<file path="config.mk">
export PLATFORM = sky130hd
export DESIGN_NAME = wb_stage_flat
export DESIGN_NICKNAME = d
export VERILOG_FILES = /design/src/rv_wb_pkg.sv /design/src/mem_wb_if.sv /design/src/wb_stage.sv /design/src/flat_wrapper.sv
export VERILOG_INCLUDE_DIRS = /design/src /design/src/src
export SDC_FILE = /design/constraint.sdc
export NUM_CORES = 2
export LEC_CHECK = 0
export BUFFER_PORTS_ARGS = -buffer_cell sky130_fd_sc_hd__buf_2
export CAP_MARGIN = 15
export CORE_MARGIN = 8
export CORE_UTILIZATION = 55
export CTS_BUF_LIST = sky130_fd_sc_hd__clkbuf_4 sky130_fd_sc_hd__clkbuf_8
export DETAILED_ROUTE_END_ITERATION = 8
export HOLD_SLACK_MARGIN = 0.03
export PLACE_DENSITY = 0.82
export RECOVER_POWER = 50
export SYNTH_ARGS = -nofsm -noshare
export SYNTH_HDL_FRONTEND = slang
export SYNTH_SLANG_ARGS = --single-unit
</file>
<file path="constraint.sdc">
create_clock -name clk -period 3.75 [get_ports clk]
set_clock_uncertainty 0.1 [all_clocks]
set_input_delay 0.375 -clock clk [delete_from_list [all_inputs] [get_ports clk]]
set_output_delay 0.375 -clock clk [all_outputs]
set_load 0.02 [all_outputs]
</file>
<file path="src/rv_wb_config.svh">
`ifndef RV_WB_CONFIG_SVH
`define RV_WB_CONFIG_SVH

// machine word, also the width of pc and load data
`define RV_XLEN 64

// x0..x31
`define RV_REG_AW 5

// data memory in doublewords
// index is addr >> 3, wraps at the depth
`define RV_DMEM_DEPTH 512

// pc value held in the stage registers after reset
`define RV_RESET_PC 64'h8000_0000

`endif

</file>
<file path="src/rv_wb_pkg.sv">
`include "rv_wb_config.svh"

package rv_wb_pkg;

	// access size of a load or store
	typedef enum logic [1:0] {
		SZ_BYTE  = 2'b00,
		SZ_HALF  = 2'b01,
		SZ_WORD  = 2'b10,
		SZ_DWORD = 2'b11
	} ld_size_e;

	// memory control that travels with the instruction
	typedef struct packed {
		logic     load;  // read dmem, write back the extended lane
		logic     store; // write dmem under the byte mask
		ld_size_e size;
		logic     unsgn; // zero extend instead of sign extend
	} mem_op_t;

	// one read doubleword, seen lane by lane
	// wb indexes the view that matches the size with addr[2:0]
	typedef union packed {
		logic [`RV_XLEN/8-1:0][7:0]   b;
		logic [`RV_XLEN/16-1:0][15:0] h;
		logic [`RV_XLEN/32-1:0][31:0] w;
		logic [`RV_XLEN-1:0]          d;
	} ld_data_u;

endpackage

</file>
<file path="src/mem_wb_if.sv">
`timescale 1ns/100ps
`include "rv_wb_config.svh"

interface mem_wb_if;
	import rv_wb_pkg::*;

	logic                  valid;
	logic                  reg_wen;
	logic [`RV_REG_AW-1:0] reg_waddr;
	logic [`RV_XLEN-1:0]   alu_res;   // also the memory address
	ld_data_u              rdata;     // synchronous read result
	mem_op_t               op;
	logic                  ebreak;
	logic [`RV_XLEN-1:0]   pc;

	// sending stage
	modport src (
		output valid,
		output reg_wen,
		output reg_waddr,
		output alu_res,
		output rdata,
		output op,
		output ebreak,
		output pc
	);

	// receiving stage
	modport dst (
		input valid,
		input reg_wen,
		input reg_waddr,
		input alu_res,
		input rdata,
		input op,
		input ebreak,
		input pc
	);

endinterface

</file>
<file path="src/wb_stage.sv">
`timescale 1ns/100ps
`include "rv_wb_config.svh"

module wb_stage (
	input  logic                  clk,
	input  logic                  rst_n,
	input  logic                  hold_i,
	input  logic [`RV_REG_AW-1:0] dbg_raddr_i,
	mem_wb_if.dst                 in,
	output logic                  retire_valid_o,
	output logic [`RV_REG_AW-1:0] retire_rd_o,
	output logic [`RV_XLEN-1:0]   retire_data_o,
	output logic [`RV_XLEN-1:0]   retire_pc_o,
	output logic                  halt_o,
	output logic [`RV_XLEN-1:0]   dbg_rdata_o
);
	import rv_wb_pkg::*;

	localparam int NREGS = 1 << `RV_REG_AW;

	logic [`RV_XLEN-1:0] rf [0:NREGS-1]; // entry 0 never written
	logic [2:0]          off;
	logic [7:0]          lane_b;
	logic [15:0]         lane_h;
	logic [31:0]         lane_w;
	logic                sx;             // sign extension wanted
	logic [`RV_XLEN-1:0] load_val;
	logic [`RV_XLEN-1:0] wb_data;
	logic                rf_we;
	logic                halt_q;

	// lane pick, same aligned rule as the store mask
	assign off    = in.alu_res[2:0];
	assign lane_b = in.rdata.b[off];
	assign lane_h = in.rdata.h[off[2:1]];
	assign lane_w = in.rdata.w[off[2]];
	assign sx     = ~in.op.unsgn;

	always_comb begin
		unique case (in.op.size)
			SZ_BYTE:  load_val = {{(`RV_XLEN-8){sx & lane_b[7]}}, lane_b};
			SZ_HALF:  load_val = {{(`RV_XLEN-16){sx & lane_h[15]}}, lane_h};
			SZ_WORD:  load_val = {{(`RV_XLEN-32){sx & lane_w[31]}}, lane_w};
			default:  load_val = in.rdata.d;
		endcase
	end

	assign wb_data = in.op.load ? load_val : in.alu_res; // alu ops pass straight through

	// retire report, silent while held
	assign retire_valid_o = in.valid & ~hold_i;
	assign retire_rd_o    = in.reg_waddr;
	assign retire_data_o  = wb_data;
	assign retire_pc_o    = in.pc;

	// register file, x0 stays zero
	assign rf_we = retire_valid_o & in.reg_wen & (in.reg_waddr != '0);

	always_ff @(posedge clk) begin
		if (rf_we)
			rf[in.reg_waddr] <= wb_data;
	end

	assign dbg_rdata_o = (dbg_raddr_i == '0) ? '0 : rf[dbg_raddr_i];

	// sticky halt once an ebreak retires
	always_ff @(posedge clk or negedge rst_n) begin
		if (!rst_n)
			halt_q <= 1'b0;
		else if (retire_valid_o && in.ebreak)
			halt_q <= 1'b1;
	end

	// high already in the retiring cycle
	assign halt_o = halt_q | (retire_valid_o & in.ebreak);

endmodule

</file>
<file path="src/flat_wrapper.sv">
// flat-port wrapper written by rule: the top's interface ports become plain ports
module wb_stage_flat import rv_wb_pkg::*;
  (clk, rst_n, hold_i, dbg_raddr_i, retire_valid_o, retire_rd_o, retire_data_o, retire_pc_o, halt_o, dbg_rdata_o, in_valid, in_reg_wen, in_reg_waddr, in_alu_res, in_rdata, in_op, in_ebreak, in_pc);
  mem_wb_if in_i ();
  input  logic clk;
  input  logic rst_n;
  input  logic hold_i;
  input  logic [`RV_REG_AW-1:0] dbg_raddr_i;
  output logic retire_valid_o;
  output logic [`RV_REG_AW-1:0] retire_rd_o;
  output logic [`RV_XLEN-1:0] retire_data_o;
  output logic [`RV_XLEN-1:0] retire_pc_o;
  output logic halt_o;
  output logic [`RV_XLEN-1:0] dbg_rdata_o;
  input wire logic [$bits(in_i.valid)-1:0] in_valid;
  input wire logic [$bits(in_i.reg_wen)-1:0] in_reg_wen;
  input wire logic [$bits(in_i.reg_waddr)-1:0] in_reg_waddr;
  input wire logic [$bits(in_i.alu_res)-1:0] in_alu_res;
  input wire logic [$bits(in_i.rdata)-1:0] in_rdata;
  input wire logic [$bits(in_i.op)-1:0] in_op;
  input wire logic [$bits(in_i.ebreak)-1:0] in_ebreak;
  input wire logic [$bits(in_i.pc)-1:0] in_pc;
  assign in_i.valid = in_valid;
  assign in_i.reg_wen = in_reg_wen;
  assign in_i.reg_waddr = in_reg_waddr;
  assign in_i.alu_res = in_alu_res;
  assign in_i.rdata = in_rdata;
  assign in_i.op = in_op;
  assign in_i.ebreak = in_ebreak;
  assign in_i.pc = in_pc;
  wb_stage u_core (.clk(clk), .rst_n(rst_n), .hold_i(hold_i), .dbg_raddr_i(dbg_raddr_i), .in(in_i), .retire_valid_o(retire_valid_o), .retire_rd_o(retire_rd_o), .retire_data_o(retire_data_o), .retire_pc_o(retire_pc_o), .halt_o(halt_o), .dbg_rdata_o(dbg_rdata_o));
endmodule
</file>
== Word-level counts from Yosys, hierarchy flattened ==
Memory sizes are Yosys's and may differ from the RTL's.
Cells that the tools add are included.

* Memories: 1
* ROM bits: 0
* Output and inout bits: 199
* Input port bits: 213
* Bits in writable memories: 2048
* Logic and storage cells: 32
* Bits in registers: 1
* Latch bits: 0

{| class="wikitable"
|+ Memory list
! memory !! depth !! width !! read ports !! clocked after memory_dff !! wr ports !! line !! text
|-
| u_core.rf || 32 || 64 || 1 || 0 || 1 || wb_stage.sv:21 || <nowiki>logic [`RV_XLEN-1:0] rf [0:NREGS-1];</nowiki>
|}

* Reduce and logical (&&, ||, !) cells: 4
* Add/subtract/negate cells: 0
* Divide/modulo/power cells: 0
* Equality and inequality tests: 2
* Bitwise operators: 10
* Muxes and demuxes: 11
* Shift operators: 0
* Multiply operators: 0
* Magnitude comparators: 3

{| class="wikitable"
|+ Operators by type and width
! operator !! count
|-
| $pmux 64 s3 || 1
|-
| $mux 64 || 2
|-
| $mux 32 || 2
|-
| $bmux 16 s2 || 1
|-
| $bmux 8 s3 || 1
|-
| $mux 16 || 1
|-
| $mux 8 || 1
|-
| $and 1x1->1 || 7
|-
| $logic_not 5->1 || 1
|-
| $reduce_bool 5->1 || 1
|-
| $lt 3x4->1 const B || 1
|-
| $lt 2x3->1 const B || 1
|-
| $eq 2x1->1 const B || 1
|-
| $eq 2x2->1 const B || 1
|-
| $logic_not 2->1 || 1
|-
| $lt 1x2->1 const B || 1
|-
| $mux 1 || 2
|-
| $not 1->1 || 2
|-
| $logic_and 1x1->1 || 1
|-
| $or 1x1->1 || 1
|}

== Depth between registers and ports, before layout ==
* Depth in word-level cells: 6
* Gate-level depth with buffers: 8
* Depth with buffers taken out: 4

== Worst setup path after synthesis ==
No wires, ideal clock.

* Kind: input-to-reg
* Start: input in_valid
* End: memory u_core.rf[28][0] in the netlist's numbering (enable)
* Path buffers: 0
* Arrival time: 3.909 ns
* Setup slack: -0.745 ns
* Stages: 4
* Library setup time: 0.486 ns
* Required time: 3.164 ns
* Cell sequence: nor2b_1 -> and3_1 -> nand3_1 -> nor2_1

* Cells in the longest elaborated chain, start to end: 5

{| class="wikitable"
|+ Ends and longest elaborated chain
! item !! line !! text
|-
| start, declared || flat_wrapper.sv:15 || <nowiki>input wire logic [$bits(in_i.valid)-1:0] in_valid;</nowiki>
|-
| $and 1x1->1 || wb_stage.sv:51 || <nowiki>assign retire_valid_o = in.valid & ~hold_i;</nowiki>
|-
| $and 1x1->1 (2 in a row) || wb_stage.sv:57 || <nowiki>assign rf_we = retire_valid_o & in.reg_wen & (in.reg_waddr != '0);</nowiki>
|-
| $mux 1 || wb_stage.sv:60 || <nowiki>if (rf_we)</nowiki>
|-
| $mux 1 (not written as such) || wb_stage.sv:61 || <nowiki>rf[in.reg_waddr] <= wb_data;</nowiki>
|-
| end, declared || wb_stage.sv:21 ||
|}

No other way between the ends.

== Worst setup path after layout ==
* Start: input in_op[2]
* End: output retire_data_o[13]

* Cells in the longest elaborated chain, start to end: 3
* Elaborated cells between the ends (all ways): 5
* Those cells by class: eq/ne (2); mux (2); reduce/logical (1)

{| class="wikitable"
|+ Ends and longest elaborated chain
! item !! line !! text
|-
| start, declared || flat_wrapper.sv:20 || <nowiki>input wire logic [$bits(in_i.op)-1:0] in_op;</nowiki>
|-
| $eq 2x2->1, or another cell as far along || wb_stage.sv:40 || <nowiki>unique case (in.op.size)</nowiki>
|-
| $pmux 64 s3 * || wb_stage.sv:40 ||
|-
| $mux 64 * || wb_stage.sv:48 || <nowiki>assign wb_data = in.op.load ? load_val : in.alu_res;</nowiki>
|-
| end, declared || flat_wrapper.sv:11 || <nowiki>output logic [`RV_XLEN-1:0] retire_data_o;</nowiki>
|}

Mark *: on every way between the ends. The rest lies on a longest branch, timed or not.

==> metrics <==
fillcell total around 9100; internal power approximately 36 mW; Critical Path Start Type input pin; clk slew on worst S/H paths around 0.060 ns; area taken by multi-input logic gates 18600 um2; worst r2r path cells 2; P_sw 10.7 mW; core box area between 100000 and 150000 um2; number of synthesized flops with an enable pin 2040; worst path buffer plus inverter count 6; DRT iter0 DRCs ~6300; WP data required 3.27 ns; CP max-delay cell clkbuf_1; crit share post-route 0.957; Final Hold Viols 0; # rows 140; clock share of power 0.373; total number of vias roughly 44000; TritonCTS clock tree yes; root buf cell clkbuf_8; total CTS buffers 320; sequential-to-total area share from yosys stat 0.758; HPWL Detailed between 100 and 150 mm; Sequential Area roughly 60000 um2; CP Cell Sequence buf_2 -> buf_4 -> nand2_1 -> buf_4 -> o21a_1 -> a21oi_1 -> dlygate4sd3_1 -> a21oi_2 -> clkbuf_1 -> buf_2; first-pass GRT wire length about 310 mm; gr usage total 0.277; htree depth 5; Pwr Density approximately 500 nW/um2; vias per cell approximately 6.6; most frequent cells in the layout 2040 x edfxtp_1, 486 x mux4_2, 326 x clkbuf_8; die area between 150000 and 200000 um2; GRT overflow 0; cells after synthesis 3802; leakage power about 30 nW; Hold Crit Class in -> reg; Syn Std Cell Area ~81000 um2; Layout Nets approximately 4700; layout cell share with drive strength beyond 1 0.332; fin crit period 3.59 ns; Final Power ~47 mW; post-route setup TNS 0 ns; largest net degree at the start of global routing 65; Worst VDD drop between 0.3 and 0.4 mV; Die H approximately 400 um; family with the most delay on the worst path buffers and inverters; delay of the slowest cell on the worst path ~0.77 ns; DRC 0; DRT Pass-1 Iters 7; clk buf depth 4; I/O Buffers roughly 280; Sw Share 0.228; Yosys cell types 63; Starting Density 0.555; post-layout util 0.635; syn avg cell area roughly 21 um2; part of the power in registers 0.547; Die Wd about 400 um; initial antenna violation count 10; Worst path depth 10; failing checks capacitance limit, slew limit; setup slack after layout approximately 0.16 ns; Ports between 400 and 500; max_slew headroom -1.02; vias in the first global route ~45000; drt wl/cell 33.7 um; Worst Setup End Kind output port; RSZ-0062 raised after global routing no; Critical Path Fanout Max 16; Max Cap Viol 39; RePlAce Congestion between 0.9 and 1; outcome finished with violations; Syn. warnings 0; dominant synthesized flop cell edfxtp_1; crit path DAT between 3 and 4 ns; combinational power share 0.080; Synth async-reset ratio 0.000490; pre-CTS WS 0.232 ns; clk sinks between 2000 and 2500; final wirelength 224 mm; Setup Buffers After CTS 0; Synth Register Bits ~2000; hold depth 3; Routed Antenna Nets 0; final hold slack roughly 0.064 ns; Slew @ Worst Pin 3.04 ns; most common cell after layout, fill and taps aside edfxtp_1; Setup violations, final 0; Max Slew Vio Count about 1500; Max Freq 0.279 GHz; Setup Crit Path Kind in -> out; Clk Latency, worst-skew pair approximately 0.94 ns; area grow syn2layout 14.6%
## power groups by stage
stage	Combinational, mW	Clock (mW)	Sequential, mW
global route	3.94	18.6	25.7
detailed placement	3.66	0	26.2
floorplan	2.19	0	26.2
finish	3.76	17.5	25.7
global placement	3.56	0	26.1
CTS	3.76	17.6	25.7
## cells in the mapped netlist, types with 3 or more instances
cell type	count	area share
edfxtp_1	2040	0.76
mux4_2	486	0.14
mux2i_1	230	0.028
nand3_1	124	0.0077
nor2_1	116	0.0054
buf_2	94	0.0058
buf_4	94	0.0087
nand2_1	78	0.0036
clkbuf_1	75	0.0035
o22ai_1	60	0.0046
a22oi_1	59	0.0055
a21o_1	41	0.0038
a31oi_1	32	0.0025
a21oi_1	28	0.0017
mux2_2	26	0.0036
nand2b_1	25	0.0019
buf_6	21	0.0029
buf_1	17	0.00079
o21ai_0	15	0.00093
a221oi_1	13	0.0014
o221ai_1	12	0.0013
nor2b_1	11	0.00085
a221o_1	7	0.00087
a221oi_2	7	0.0013
nor3_1	7	0.00043
o21a_1	7	0.00065
a2bb2oi_1	6	0.00065
a311oi_1	6	0.00065
a31o_1	5	0.00054
o2bb2ai_1	5	0.00054
a32o_1	4	0.00050
nor4_1	4	0.00031
nor4b_1	4	0.00043
o22a_1	4	0.00043
and3_1	3	0.00023
nand3b_1	3	0.00028
## layer usage
layer | global-route usage | share of wire | up-vias
li1 | - | - | 17300
met1 | 0.346 | 0.33 | 22300
met2 | 0.441 | 0.48 | 3662
met3 | 0.0927 | 0.14 | 664
met4 | 0.129 | 0.049 | 8
met5 | 0 | 0.00021 | -
## final cells by class
cell class	count	share of cell area
Antenna cell	15	0.000405
Clock buffer	422	0.0562
Clock inverter	121	0.00678
Inverter	4	0.000243
Multi-Input combinational cell	1510	0.201
Sequential cell	2041	0.662
Tap cell	1917	0.0259
Timing Repair Buffer	602	0.0478
## kinds of logic after synthesis
logic type,after synthesis,share of synthesized area
other cells,1,0.0000464
flops,2041,0.758
simple gates,389,0.0225
mux,742,0.168
buf+inv,306,0.0221
compound gates,323,0.0296
## path summary, 6_finish.rpt
| kind | start | to | slack [ns] |
|---|---|---|---|
| worst max-delay path | in_op[2] | retire_data_o[13] | 0.16 |
| worst min-delay path | in_reg_waddr[4] | u_core.rf[26][28]$_DFFE_PP_ | 0.06 |
| worst max register to register | u_core.halt_q$_DFFE_PN0P_ | u_core.halt_q$_DFFE_PN0P_ | 2.46 |
| worst min register to register | u_core.halt_q$_DFFE_PN0P_ | u_core.halt_q$_DFFE_PN0P_ | 0.90 |
| max in group asynchronous | rst_n | u_core.halt_q$_DFFE_PN0P_ | 3.27 |
| min in group asynchronous | rst_n | u_core.halt_q$_DFFE_PN0P_ | 0.17 |
## what timing repair did
action / CTS / global route
gates resized for setup: 0 / 0
hold endpoints to repair: 692 / 4
hold buffers: 63 / 2
## per-stage QoR
| stage | std cells | instance area (um2) |
|---|---|---|
| finish | 6632 | 92600 |
| global route | 6620 | 92600 |
| CTS | 6613 | 93200 |
| detailed placement | 6007 | 86800 |
| global placement | 6007 | 86800 |
| floorplan | 3857 | 81000 |
## tightest hold or removal path: stages
cell     delay, ns
buf_2         0.13
nand3_1       0.23
nor2_1        0.19
## sequential cells by signal, summed over array words and instances (netlist names)
name / flops
u_core.halt_q: 1
u_core.rf: 2040
Note: power is estimated with default switching activity, not from simulation.
