==> src/rv_wb_config.svh <==
`ifndef RV_WB_CONFIG_SVH
`define RV_WB_CONFIG_SVH

// machine word, also the width of pc and load data
`define RV_XLEN 64

// x0..x31
`define RV_REG_AW 5

// data memory in doublewords
// index is addr >> 3, wraps at the depth
`define RV_DMEM_DEPTH 512

// pc value held in the stage registers after reset
`define RV_RESET_PC 64'h8000_0000

`endif

==> src/rv_wb_pkg.sv <==
`include "rv_wb_config.svh"

package rv_wb_pkg;

	// access size of a load or store
	typedef enum logic [1:0] {
		SZ_BYTE  = 2'b00,
		SZ_HALF  = 2'b01,
		SZ_WORD  = 2'b10,
		SZ_DWORD = 2'b11
	} ld_size_e;

	// memory control that travels with the instruction
	typedef struct packed {
		logic     load;  // read dmem, write back the extended lane
		logic     store; // write dmem under the byte mask
		ld_size_e size;
		logic     unsgn; // zero extend instead of sign extend
	} mem_op_t;

	// one read doubleword, seen lane by lane
	// wb indexes the view that matches the size with addr[2:0]
	typedef union packed {
		logic [`RV_XLEN/8-1:0][7:0]   b;
		logic [`RV_XLEN/16-1:0][15:0] h;
		logic [`RV_XLEN/32-1:0][31:0] w;
		logic [`RV_XLEN-1:0]          d;
	} ld_data_u;

endpackage

==> src/mem_wb_if.sv <==
`timescale 1ns/100ps
`include "rv_wb_config.svh"

interface mem_wb_if;
	import rv_wb_pkg::*;

	logic                  valid;
	logic                  reg_wen;
	logic [`RV_REG_AW-1:0] reg_waddr;
	logic [`RV_XLEN-1:0]   alu_res;   // also the memory address
	ld_data_u              rdata;     // synchronous read result
	mem_op_t               op;
	logic                  ebreak;
	logic [`RV_XLEN-1:0]   pc;

	// sending stage
	modport src (
		output valid,
		output reg_wen,
		output reg_waddr,
		output alu_res,
		output rdata,
		output op,
		output ebreak,
		output pc
	);

	// receiving stage
	modport dst (
		input valid,
		input reg_wen,
		input reg_waddr,
		input alu_res,
		input rdata,
		input op,
		input ebreak,
		input pc
	);

endinterface

==> src/mem_wb_regs.sv <==
`timescale 1ns/100ps
`include "rv_wb_config.svh"

module mem_wb_regs (
	input  logic   clk,
	input  logic   rst_n,
	input  logic   hold_i,
	input  logic   flush_i,
	mem_wb_if.dst  in,
	mem_wb_if.src  out
);

	logic load_en;

	assign load_en = ~hold_i;

	// valid bit: flush wins over hold
	always_ff @(posedge clk or negedge rst_n) begin
		if (!rst_n)
			out.valid <= 1'b0;
		else if (flush_i)
			out.valid <= 1'b0;
		else if (load_en)
			out.valid <= in.valid;
	end

	// payload of the bundle
	// a flushed slot keeps whatever it loaded, only valid drops
	always_ff @(posedge clk or negedge rst_n) begin
		if (!rst_n) begin
			out.reg_wen   <= 1'b0;
			out.reg_waddr <= '0;
			out.alu_res   <= '0;
			out.rdata     <= '0;
			out.op        <= '0;
			out.ebreak    <= 1'b0;
			out.pc        <= `RV_RESET_PC;
		end else if (load_en) begin
			out.reg_wen   <= in.reg_wen;
			out.reg_waddr <= in.reg_waddr;
			out.alu_res   <= in.alu_res;
			out.rdata     <= in.rdata;
			out.op        <= in.op;
			out.ebreak    <= in.ebreak;
			out.pc        <= in.pc;
		end
	end

endmodule

==> src/flat_wrapper.sv <==
// flat-port wrapper written by rule: the top's interface ports become plain ports
module mem_wb_regs_flat 
  (clk, rst_n, hold_i, flush_i, in_valid, in_reg_wen, in_reg_waddr, in_alu_res, in_rdata, in_op, in_ebreak, in_pc, out_valid, out_reg_wen, out_reg_waddr, out_alu_res, out_rdata, out_op, out_ebreak, out_pc);
  mem_wb_if in_i ();
  mem_wb_if out_i ();
  input  logic clk;
  input  logic rst_n;
  input  logic hold_i;
  input  logic flush_i;
  input wire logic [$bits(in_i.valid)-1:0] in_valid;
  input wire logic [$bits(in_i.reg_wen)-1:0] in_reg_wen;
  input wire logic [$bits(in_i.reg_waddr)-1:0] in_reg_waddr;
  input wire logic [$bits(in_i.alu_res)-1:0] in_alu_res;
  input wire logic [$bits(in_i.rdata)-1:0] in_rdata;
  input wire logic [$bits(in_i.op)-1:0] in_op;
  input wire logic [$bits(in_i.ebreak)-1:0] in_ebreak;
  input wire logic [$bits(in_i.pc)-1:0] in_pc;
  output wire logic [$bits(out_i.valid)-1:0] out_valid;
  output wire logic [$bits(out_i.reg_wen)-1:0] out_reg_wen;
  output wire logic [$bits(out_i.reg_waddr)-1:0] out_reg_waddr;
  output wire logic [$bits(out_i.alu_res)-1:0] out_alu_res;
  output wire logic [$bits(out_i.rdata)-1:0] out_rdata;
  output wire logic [$bits(out_i.op)-1:0] out_op;
  output wire logic [$bits(out_i.ebreak)-1:0] out_ebreak;
  output wire logic [$bits(out_i.pc)-1:0] out_pc;
  assign in_i.valid = in_valid;
  assign in_i.reg_wen = in_reg_wen;
  assign in_i.reg_waddr = in_reg_waddr;
  assign in_i.alu_res = in_alu_res;
  assign in_i.rdata = in_rdata;
  assign in_i.op = in_op;
  assign in_i.ebreak = in_ebreak;
  assign in_i.pc = in_pc;
  assign out_valid = out_i.valid;
  assign out_reg_wen = out_i.reg_wen;
  assign out_reg_waddr = out_i.reg_waddr;
  assign out_alu_res = out_i.alu_res;
  assign out_rdata = out_i.rdata;
  assign out_op = out_i.op;
  assign out_ebreak = out_i.ebreak;
  assign out_pc = out_i.pc;
  mem_wb_regs u_core (.clk(clk), .rst_n(rst_n), .hold_i(hold_i), .flush_i(flush_i), .in(in_i), .out(out_i));
endmodule
==> config.mk <==
export PLATFORM = sky130hd
export DESIGN_NAME = mem_wb_regs_flat
export DESIGN_NICKNAME = d
export VERILOG_FILES = /design/src/rv_wb_pkg.sv /design/src/mem_wb_if.sv /design/src/mem_wb_regs.sv /design/src/flat_wrapper.sv
export VERILOG_INCLUDE_DIRS = /design/src /design/src/src
export SDC_FILE = /design/constraint.sdc
export NUM_CORES = 1
export LEC_CHECK = 0
export ABC_AREA = 1
export BUFFER_PORTS_ARGS = -buffer_cell sky130_fd_sc_hd__buf_4
export CAP_MARGIN = 5
export CORE_AREA = 2 2 161 163
export DETAILED_ROUTE_END_ITERATION = 16
export DIE_AREA = 0 0 163 165
export MAX_ROUTING_LAYER = met4
export PLACE_DENSITY = 0.66
export RECOVER_POWER = 100
export SLEW_MARGIN = 20
export SYNTH_ARGS = -nofsm -noshare
export SYNTH_HDL_FRONTEND = slang
export SYNTH_SLANG_ARGS = --single-unit
==> constraint.sdc <==
create_clock -name clk -period 1.87 [get_ports clk]
set_clock_uncertainty 0.1 [all_clocks]
set_input_delay 0.561 -clock clk [delete_from_list [all_inputs] [get_ports clk]]
set_output_delay 0.561 -clock clk [all_outputs]
set_load 0.01 [all_outputs]
## Word-level counts from Yosys, hierarchy flattened

Cells that the tools add are included.

- $add $sub $neg: 0
- Multiply operators: 0
- Div/mod/pow operators: 0
- Magnitude comparators: 0
- Eq/ne operators: 1
- Shift operators: 0
- Mux-type cells: 2
- Bitwise gates (word level): 0
- Reduce and logical (&&, ||, !) cells: 0

Operators with widths:

| kind | count |
|---|---|
| $mux W1 | 2 |
| $ne A2 B1 Y1 const B | 1 |

- Register bits: 205
- Bits in latches: 0
- RAM bits: 0
- Bits in read-only memories: 0
- Input bits: 209
- Output and inout port bits: 205
- Logic and storage cells: 14
- Memories: 0

## Depth between registers and ports, before layout

Gate-level depths: netlist of the first run.

- Depth after elaboration: 2
- Mapped depth: 6
- Gate-level depth less buffers: 3

## Least setup slack after synthesis of the first run

Ideal clock, no wire load.

- Kind: input-to-reg
- Start: in hold_i
- End: reg u_core.out.alu_res[36]
- Library setup time: 0.116 ns
- Data arrival time: 1.093 ns
- Data required time: 1.654 ns
- Path slack: 0.561 ns
- Stages: 6
- Buffers on the path: 3
- Path through: buf_4 > inv_4 > buf_12 > buf_6 > nand2_1 > nand2_1

RTL lines:

| element | RTL line | source |
|---|---|---|
| from (decl) | flat_wrapper.sv:8 | `input logic hold_i;` |
| to (decl) | mem_wb_if.sv:21 | `output alu_res,` |

## Worst setup path in the final report of the first run

- Start: reg u_core.out.pc[31]
- End: out out_pc[31]

RTL lines:

| element | RTL line | source |
|---|---|---|
| from (decl) | mem_wb_if.sv:25 | `output pc` |
| to (decl) | flat_wrapper.sv:25 | `output wire logic [$bits(out_i.pc)-1:0] out_pc;` |

No word-level cell between the ends.

==> flow_summary.toml, run 1 <==
[outcome]
outcome = "finished, final reports clean"

[worst_setup_path]
arrival_ns = 1.15
slowest_stage = "dfstp_2"
critPathMaxStageDelay_ns = 0.54
critPathCaptureType = "output port"
critPathBufInv = 1
path_depth = 1
cp_top_family = "flip-flops"
cp.required_ns = 1.21
reg2reg_depth = 2
path_cells = "buf_4"
critPathMaxFanout = 2
start_kind = "register"
crit_type = "reg2out"

[synthesis]
syn_inst = 867
synth-async-reset-ratio = 1.00
synthTopCellsByCount = "nand2_1, dfrtp_1, buf_2"
synth-xor-area-share = 0
ys.flop_type = "dfrtp_1"
synthesis.nets = 1076
synthTopCellsByArea = "dfrtp_1, nand2_1, buf_6"
synth-adder-area-share = 0
ys_warn_count = 0
synth.most_common_cell = "nand2_1"
syn_area_um2 = 7810
synth-edff-count = 0
seq_area_frac_synth = 0.657
synthSimpleGateAreaFrac = 0.296
synth_compound_area_frac = 0
synth_top_cell_by_area = "dfrtp_1"
synth_top_family_by_area = "simple AND/OR/NAND/NOR gates"
synth.area.mux_share = 0
yosysUniqueCellTypes = 10
ys_ff_latch = 205
synth_top_area_share = 0.654
syn_avg_cell_area_um2 = 9.01

[timing]
maxSlewViolCount = 0
fmax_ghz = 0.551
final_hold_viol_count = 0
setup_tns_ns = 0
rsz0062_at_grt = "no"
worstMarginPinSlew_ns = 0.949
period_share = 0.970
setup_violations = 0
fin_crit_ns = 1.81
slew_headroom = 0.367

[grt]
grt_antenna_before_repair = 0
globalRouteOverflowTotal = 0
grt_pass1_wl_mm = 36.2
grt_pass1_vias = 7129
grtUsageTotal = 0.174
grt_start_max_net_pins = 129

[place]
dp.final_hpwl_mm = 17.4
dpl.cell_count = 1582
portBuffers = 413
gp_congestion = 0.804

[power_and_ir_drop]
ir_drop_uv = 631
power_leakage_nw = 6.00
p_per_area_nw_per_um2 = 1010

[clock_tree]
cts-resized-gates = 0
hold_buffers = 1
cts_made_buffers = 24
cts_max_level = 1
clock-sinks = 205
post_cts_buffers = 0
clock-root-buffer = "clkbuf_16"
clockBufferDepth = 3
cts_tree = "done"
clkTransAtPathRegs_ns = 0.06
clock_latency_ns = 0.50

[detailed_routing]
num_vias = 6994
via_per_inst = 4.30
met2_length_mm = 11.5
dr.max_layer_used = "met4"
wirelength_mm = 23.9
wl_met3_mm = 1.86
first_pass_iters = 6
wl_per_cell_um = 14.7
drt-initial-drc-count = 434
antenna_left = 0
drc = 0
wl_met1_mm = 9.79

[die]
dieHeight_um = 165
dieWidth_um = 163
core_um2 = 25000
ios = 414
dieArea_um2 = 26900
start_util = 0.312
rows = 58

[layout]
fin_cells = 1626
syn2layout_area_growth_pct = 42.6
nFillCells = 2561
fin_nets = 1488
multi_input_area_um2 = 2310
seq_area_um2 = 5130
drive_gt1_frac = 0.201
fin_util = 0.445
n_antenna_cell = 0

[flow_run]
max-cap-violations = 0

[hold_path]
min_path_cells = 3
hold_path_class = "in2reg"
==> routing by layer <==
metal | track usage | vias to the layer above
met5 | - | -
li1 | - | 3412
met3 | 0.0377 | 49
met1 | 0.208 | 3238
met4 | 0.0644 | 0
met2 | 0.290 | 295
==> area by class of cell <==
cell class,count,area share
Timing Repair Buffer,431,0.223
Multi-Input combinational cell,615,0.208
Tap cell,330,0.0371
Inverter,2,0.00112
Sequential cell,205,0.461
Clock buffer,33,0.0607
Clock inverter,10,0.00933
==> sequential cells by signal, indices dropped and copies added (netlist names) <==
name and count:
u_core.out.alu_res 64, u_core.out.pc 64, u_core.out.rdata 64, u_core.out.op 5, u_core.out.reg_waddr 5, u_core.out.ebreak 1
u_core.out.reg_wen 1, u_core.out.valid 1
==> logic make-up after synthesis <==
logic type / Yosys count
buffers and inverters: 47
flip-flops: 205
AND/OR/NAND/NOR: 615
==> cell usage in the layout, fill, tap and decap left out, drive strengths merged <==
cell type      n
buf          215
dfstp          1
dfrtp        204
clkbuf       248
nand3          2
bufinv         2
clkinv         7
inv            3
nand2        613
dlygate4sd3    1
==> report_power, final <==
part           switching, mW  total (mW)  internal [mW]
registers              0.221        5.05           4.83
logic                  0.914        1.54          0.631
clock network           1.80        4.60           2.80
==> path summary, 6_finish.rpt <==
check,from,endpoint,slack [ns]
max in group asynchronous,rst_n,u_core.out.alu_res[42],0.26
min in group asynchronous,rst_n,u_core.out.rdata[44],0.42
worst min-delay path,in_alu_res[12],u_core.out.alu_res[12],0.14
worst max-delay path,u_core.out.pc[31],out_pc[31],0.06
worst max register to register,u_core.out.pc[31],u_core.out.pc[31],1.02
worst min register to register,u_core.out.reg_waddr[4],u_core.out.reg_waddr[4],0.37
==> per-stage QoR <==
stage                     instance area (um^2)  setup slack, ns  power, mW  hold slack [ns]
after floorplan                           7810            0.561       5.80            0.165
after global placement                   11200            0.322       7.01            0.363
after detailed placement                 11200            0.293       7.04            0.366
after CTS                                12000           0.0293       11.7            0.117
after global routing                     11100           0.0224       11.8            0.124
final                                    11100           0.0556       11.2            0.144
(Power assumes the default switching activity.)
==> run 2: changes to the inputs <==
GPL_TIMING_DRIVEN = 0   (was unset)
==> flow_summary.toml, run 2 (synthesis gave the netlist of run 1 again) <==
[outcome]
outcome = "finished, final reports clean"

[worst_setup_path]
path_depth = 1
slowest_stage = "dfstp_2"
critPathBufInv = 1
critPathMaxStageDelay_ns = 0.53
cp.required_ns = 1.21
reg2reg_depth = 2
start_kind = "register"
path_cells = "buf_4"
crit_type = "reg2out"
cp_top_family = "flip-flops"
critPathCaptureType = "output port"
arrival_ns = 1.14
critPathMaxFanout = 2

[detailed_routing]
drc = 0
wl_per_cell_um = 15.2
antenna_left = 0
wirelength_mm = 25.1
via_per_inst = 4.31
first_pass_iters = 4
drt-initial-drc-count = 373
num_vias = 7126

[layout]
final_common_cell = "nand2_1"
fin_nets = 1516
fin_util = 0.452
syn2layout_area_growth_pct = 44.8
final_area_um2 = 11300
reg.largest.list = "u_core.out.alu_res x64, u_core.out.pc x64, u_core.out.rdata x64"
nFillCells = 2557
drive_gt1_frac = 0.216
mostFrequentLayoutCells = "nand2_1, clkbuf_1, buf_4, dfrtp_1, clkbuf_16"
n_antenna_cell = 0

[timing]
setup_ws_ns = 0.0703
setup_violations = 0
fin_crit_ns = 1.80
period_share = 0.962
maxSlewViolCount = 0
worstMarginPinSlew_ns = 0.590
rsz0062_at_grt = "no"
fmax_ghz = 0.556
slew_headroom = 0.607
setup_tns_ns = 0
whs_ns = 0.153
final_hold_viol_count = 0

[place]
dp.final_hpwl_mm = 19.0
gp_congestion = 0.813
place_area_um2 = 11400
place_ws_ns = 0.287
portBuffers = 412

[clock_tree]
clockBufferDepth = 3
clock-sinks = 205
cts_tree = "done"
clock_latency_ns = 0.49
cts_made_buffers = 23
post_cts_buffers = 0
clock-root-buffer = "clkbuf_16"
cts_max_level = 1
clkTransAtPathRegs_ns = 0.06

[die]
rows = 58
ios = 414
dieArea_um2 = 26900
dieHeight_um = 165
start_util = 0.312
core_um2 = 25000
dieWidth_um = 163

[flow_run]
max-cap-violations = 0

[power_and_ir_drop]
p_per_area_nw_per_um2 = 1010
power_leakage_nw = 6.11
ir_drop_uv = 609

[grt]
grt_antenna_before_repair = 0
grtUsageTotal = 0.183
grt_pass1_wl_mm = 37.6
grt_start_max_net_pins = 97
grt_pass1_vias = 7103
globalRouteOverflowTotal = 0

[hold_path]
min_path_cells = 3
hold_path_class = "in2reg"
run 2: cell count changes in the layout (fill, tap and decap cells not counted), sizes merged:
| cell | change |
|---|---|
| clkbuf | +8 |
| clkinvlp | +4 |
| inv | -2 |
| clkinv | -3 |
| bufinv | +2 |
| buf | +18 |
run 2: final timing paths:
path	slack [ns]	start	endpoint
max	0.07	u_core.out.pc[31]	out_pc[31]
min	0.15	in_pc[29]	u_core.out.pc[29]
max reg2reg	1.07	u_core.out.pc[31]	u_core.out.pc[31]
min reg2reg	0.37	u_core.out.pc[43]	u_core.out.pc[43]
max in group asynchronous	0.57	rst_n	u_core.out.alu_res[2]
min in group asynchronous	0.37	rst_n	u_core.out.rdata[45]
run 2: metal layers:
layer,share of wire,global-route usage,up-vias
li1,-,-,3472
met1,0.40,0.215,3293
met2,0.49,0.310,306
met3,0.082,0.0424,55
met4,0.031,0.0644,0
met5,0,-,-
run 2: stage by stage:
step / cells / total power, mW
finish: 1653 / 11.4
global placement: 1609 / 7.04
floorplan: 867 / 5.80
global route: 1653 / 12.0
CTS: 1653 / 12.0
detailed placement: 1611 / 7.09
run 2: repair_timing:
item / CTS / global route
gates resized for setup: 0 / 0
endpoints found under the hold margin: 15 / 0
hold buffers: 1 / 0
run 2: layout make-up:
| type | count | area [um^2] | area share |
|---|---|---|---|
| clock buffers | 30 | 652 | 0.0577 |
| flip-flops and latches | 205 | 5130 | 0.454 |
| inverters | 2 | 8.76 | 0.000775 |
| plain buffers | 45 | 228 | 0.0201 |
| clock inverters | 11 | 163 | 0.0144 |
| multi-input cells | 615 | 2310 | 0.204 |
| repair buffers | 415 | 2400 | 0.212 |
| well taps | 330 | 413 | 0.0365 |
run 2: where the power goes:
| part | switching (mW) | leakage [nW] | internal [mW] |
|---|---|---|---|
| combinational | 0.930 | 3.22 | 0.649 |
| clock | 1.79 | 0.394 | 3.00 |
| sequential | 0.219 | 2.50 | 4.83 |
| total | 2.94 | 6.11 | 8.48 |
run 2: worst reg2reg max path, cell delays in order (launching register included):
cell and delay [ns]:
dfstp_2 0.53, nand2_1 0.05, nand2_1 0.07
==> run 3: changes to the inputs <==
PLACE_DENSITY = unset   (was 0.66)
PLACE_DENSITY_LB_ADDON = 0.05   (was unset)
==> flow_summary.toml, run 3 (synthesis gave the netlist of run 1 again) <==
[detailed_routing]
wl_per_cell_um = 16.0
drc = 0
drt-initial-drc-count = 397
antenna_left = 0
num_vias = 7057
wirelength_mm = 26.5
first_pass_iters = 4
via_per_inst = 4.27

[die]
dieHeight_um = 165
start_util = 0.312
dieArea_um2 = 26900
dieWidth_um = 163
ios = 414
core_um2 = 25000
rows = 58

[worst_setup_path]
setup.worst_path.end = "out_pc[31]"
cp_top_family = "flip-flops"
critPathMaxStageDelay_ns = 0.53
r2r_start = "u_core.out.pc[31]"
critPathBufInv = 1
critPathCaptureType = "output port"
critPathMaxFanout = 2
cp.required_ns = 1.21
crit_path_start = "u_core.out.pc[31]"
slowest_stage = "dfstp_2"
arrival_ns = 1.16
crit_type = "reg2out"
r2r-end = "u_core.out.pc[31]"
path_depth = 1
r2r_setup_slack_ns = 1.07
reg2reg_depth = 2
start_kind = "register"
path_cells = "buf_4"

[layout]
seq_area_um2 = 5130
reg.largest.list = "u_core.out.alu_res x64, u_core.out.pc x64, u_core.out.rdata x64"
syn2layout_area_growth_pct = 44.6
mostFrequentLayoutCells = "nand2_1, clkbuf_1, buf_4, dfrtp_1, clkbuf_16"
nFillCells = 2697
n_antenna_cell = 0
fin_cells = 1654
multi_input_area_um2 = 2310
fin_nets = 1517
final_common_cell = "nand2_1"
drive_gt1_frac = 0.216

[timing]
worstMarginPinSlew_ns = 0.667
final_hold_viol_count = 0
fin_crit_ns = 1.82
rsz0062_at_grt = "no"
setup_ws_ns = 0.0454
period_share = 0.976
maxSlewViolCount = 0
setup_violations = 0
whs_ns = 0.137
fmax_ghz = 0.548
setup_tns_ns = 0
slew_headroom = 0.555

[place]
place_ws_ns = 0.306
dpl.cell_count = 1611
dp.final_hpwl_mm = 19.7
gp_congestion = 0.815
portBuffers = 412

[power_and_ir_drop]
combPwrFrac = 0.139
p_int_mw = 8.46
switching_share = 0.261
ir_drop_uv = 584
p_clk_frac = 0.421
power_leakage_nw = 6.11
switchingPower_mw = 2.99
p_per_area_nw_per_um2 = 1010
pwr-share-seq = 0.440

[clock_tree]
post_cts_buffers = 0
clkTransAtPathRegs_ns = 0.06
clock_latency_ns = 0.50
clock-sinks = 205
cts_made_buffers = 24
cts_tree = "done"
clock-root-buffer = "clkbuf_16"
cts_max_level = 1
clockBufferDepth = 3

[grt]
grt_start_max_net_pins = 82
grt_pass1_vias = 7034
grt_antenna_before_repair = 0
globalRouteOverflowTotal = 0
grtUsageTotal = 0.196
grt_pass1_wl_mm = 39.5

[flow_run]
max-cap-violations = 0

[outcome]
outcome = "finished, final reports clean"

[hold_path]
hold_path_class = "in2reg"
run 3: worst min-delay path by stage:
| stage | startpoint | to | slack, ns | cells past startpoint |
|---|---|---|---|---|
| final | in_pc[26] | u_core.out.pc[26] | 0.14 | 3 |
| after global routing | in_rdata[19] | u_core.out.rdata[19] | 0.12 | 3 |
| after CTS | in_pc[50] | u_core.out.pc[50] | 0.12 | 3 |
| after detailed placement | u_core.out.alu_res[14] | u_core.out.alu_res[14] | 0.37 | 2 |
| after global placement | u_core.out.pc[31] | u_core.out.pc[31] | 0.36 | 2 |
| after floorplan | rst_n | u_core.out.alu_res[0] | 0.17 | 0 |
run 3: final cells by class:
type	count	area share
buffer	45	0.0201
clock buffer	37	0.0656
clock inverter	5	0.00665
inverter	2	0.000776
multi-input combinational	615	0.205
sequential	205	0.455
tap	330	0.0366
timing repair buffer	415	0.211
run 3: tightest hold or removal path: cells and delay by family:
kind	cells	cell delay, ns
buf+inv	1	0.07
simple gates	2	0.08
run 3: power groups by stage:
stage / Sequential, mW / Combinational [mW] / Clock, mW
finish: 5.04 / 1.59 / 4.82
global route: 5.09 / 1.78 / 5.19
CTS: 5.05 / 1.98 / 4.96
detailed placement: 5.12 / 1.98 / 0
global placement: 5.11 / 1.95 / 0
floorplan: 5.30 / 0.499 / 0
run 3: stage by stage:
| step | utilization | area [um^2] | power, mW |
|---|---|---|---|
| after global routing | 0.451 | 11300 | 12.1 |
| after global placement | 0.452 | 11300 | 7.07 |
| after CTS | 0.487 | 12200 | 12.0 |
| after detailed placement | 0.454 | 11400 | 7.09 |
| after floorplan | - | 7810 | 5.80 |
| final | 0.451 | 11300 | 11.4 |
run 3: what timing repair did:
item	in CTS	in global routing
hold buffers	1	0
endpoints found under the hold margin	43	0
resized for setup	0	0
run 3: routing by layer:
| layer | global-route usage | vias up | share of wire |
|---|---|---|---|
| li1 | - | 3481 | - |
| met1 | 0.225 | 3241 | 0.39 |
| met2 | 0.326 | 287 | 0.48 |
| met3 | 0.0681 | 48 | 0.098 |
| met4 | 0.0559 | 0 | 0.030 |
| met5 | - | - | 0 |
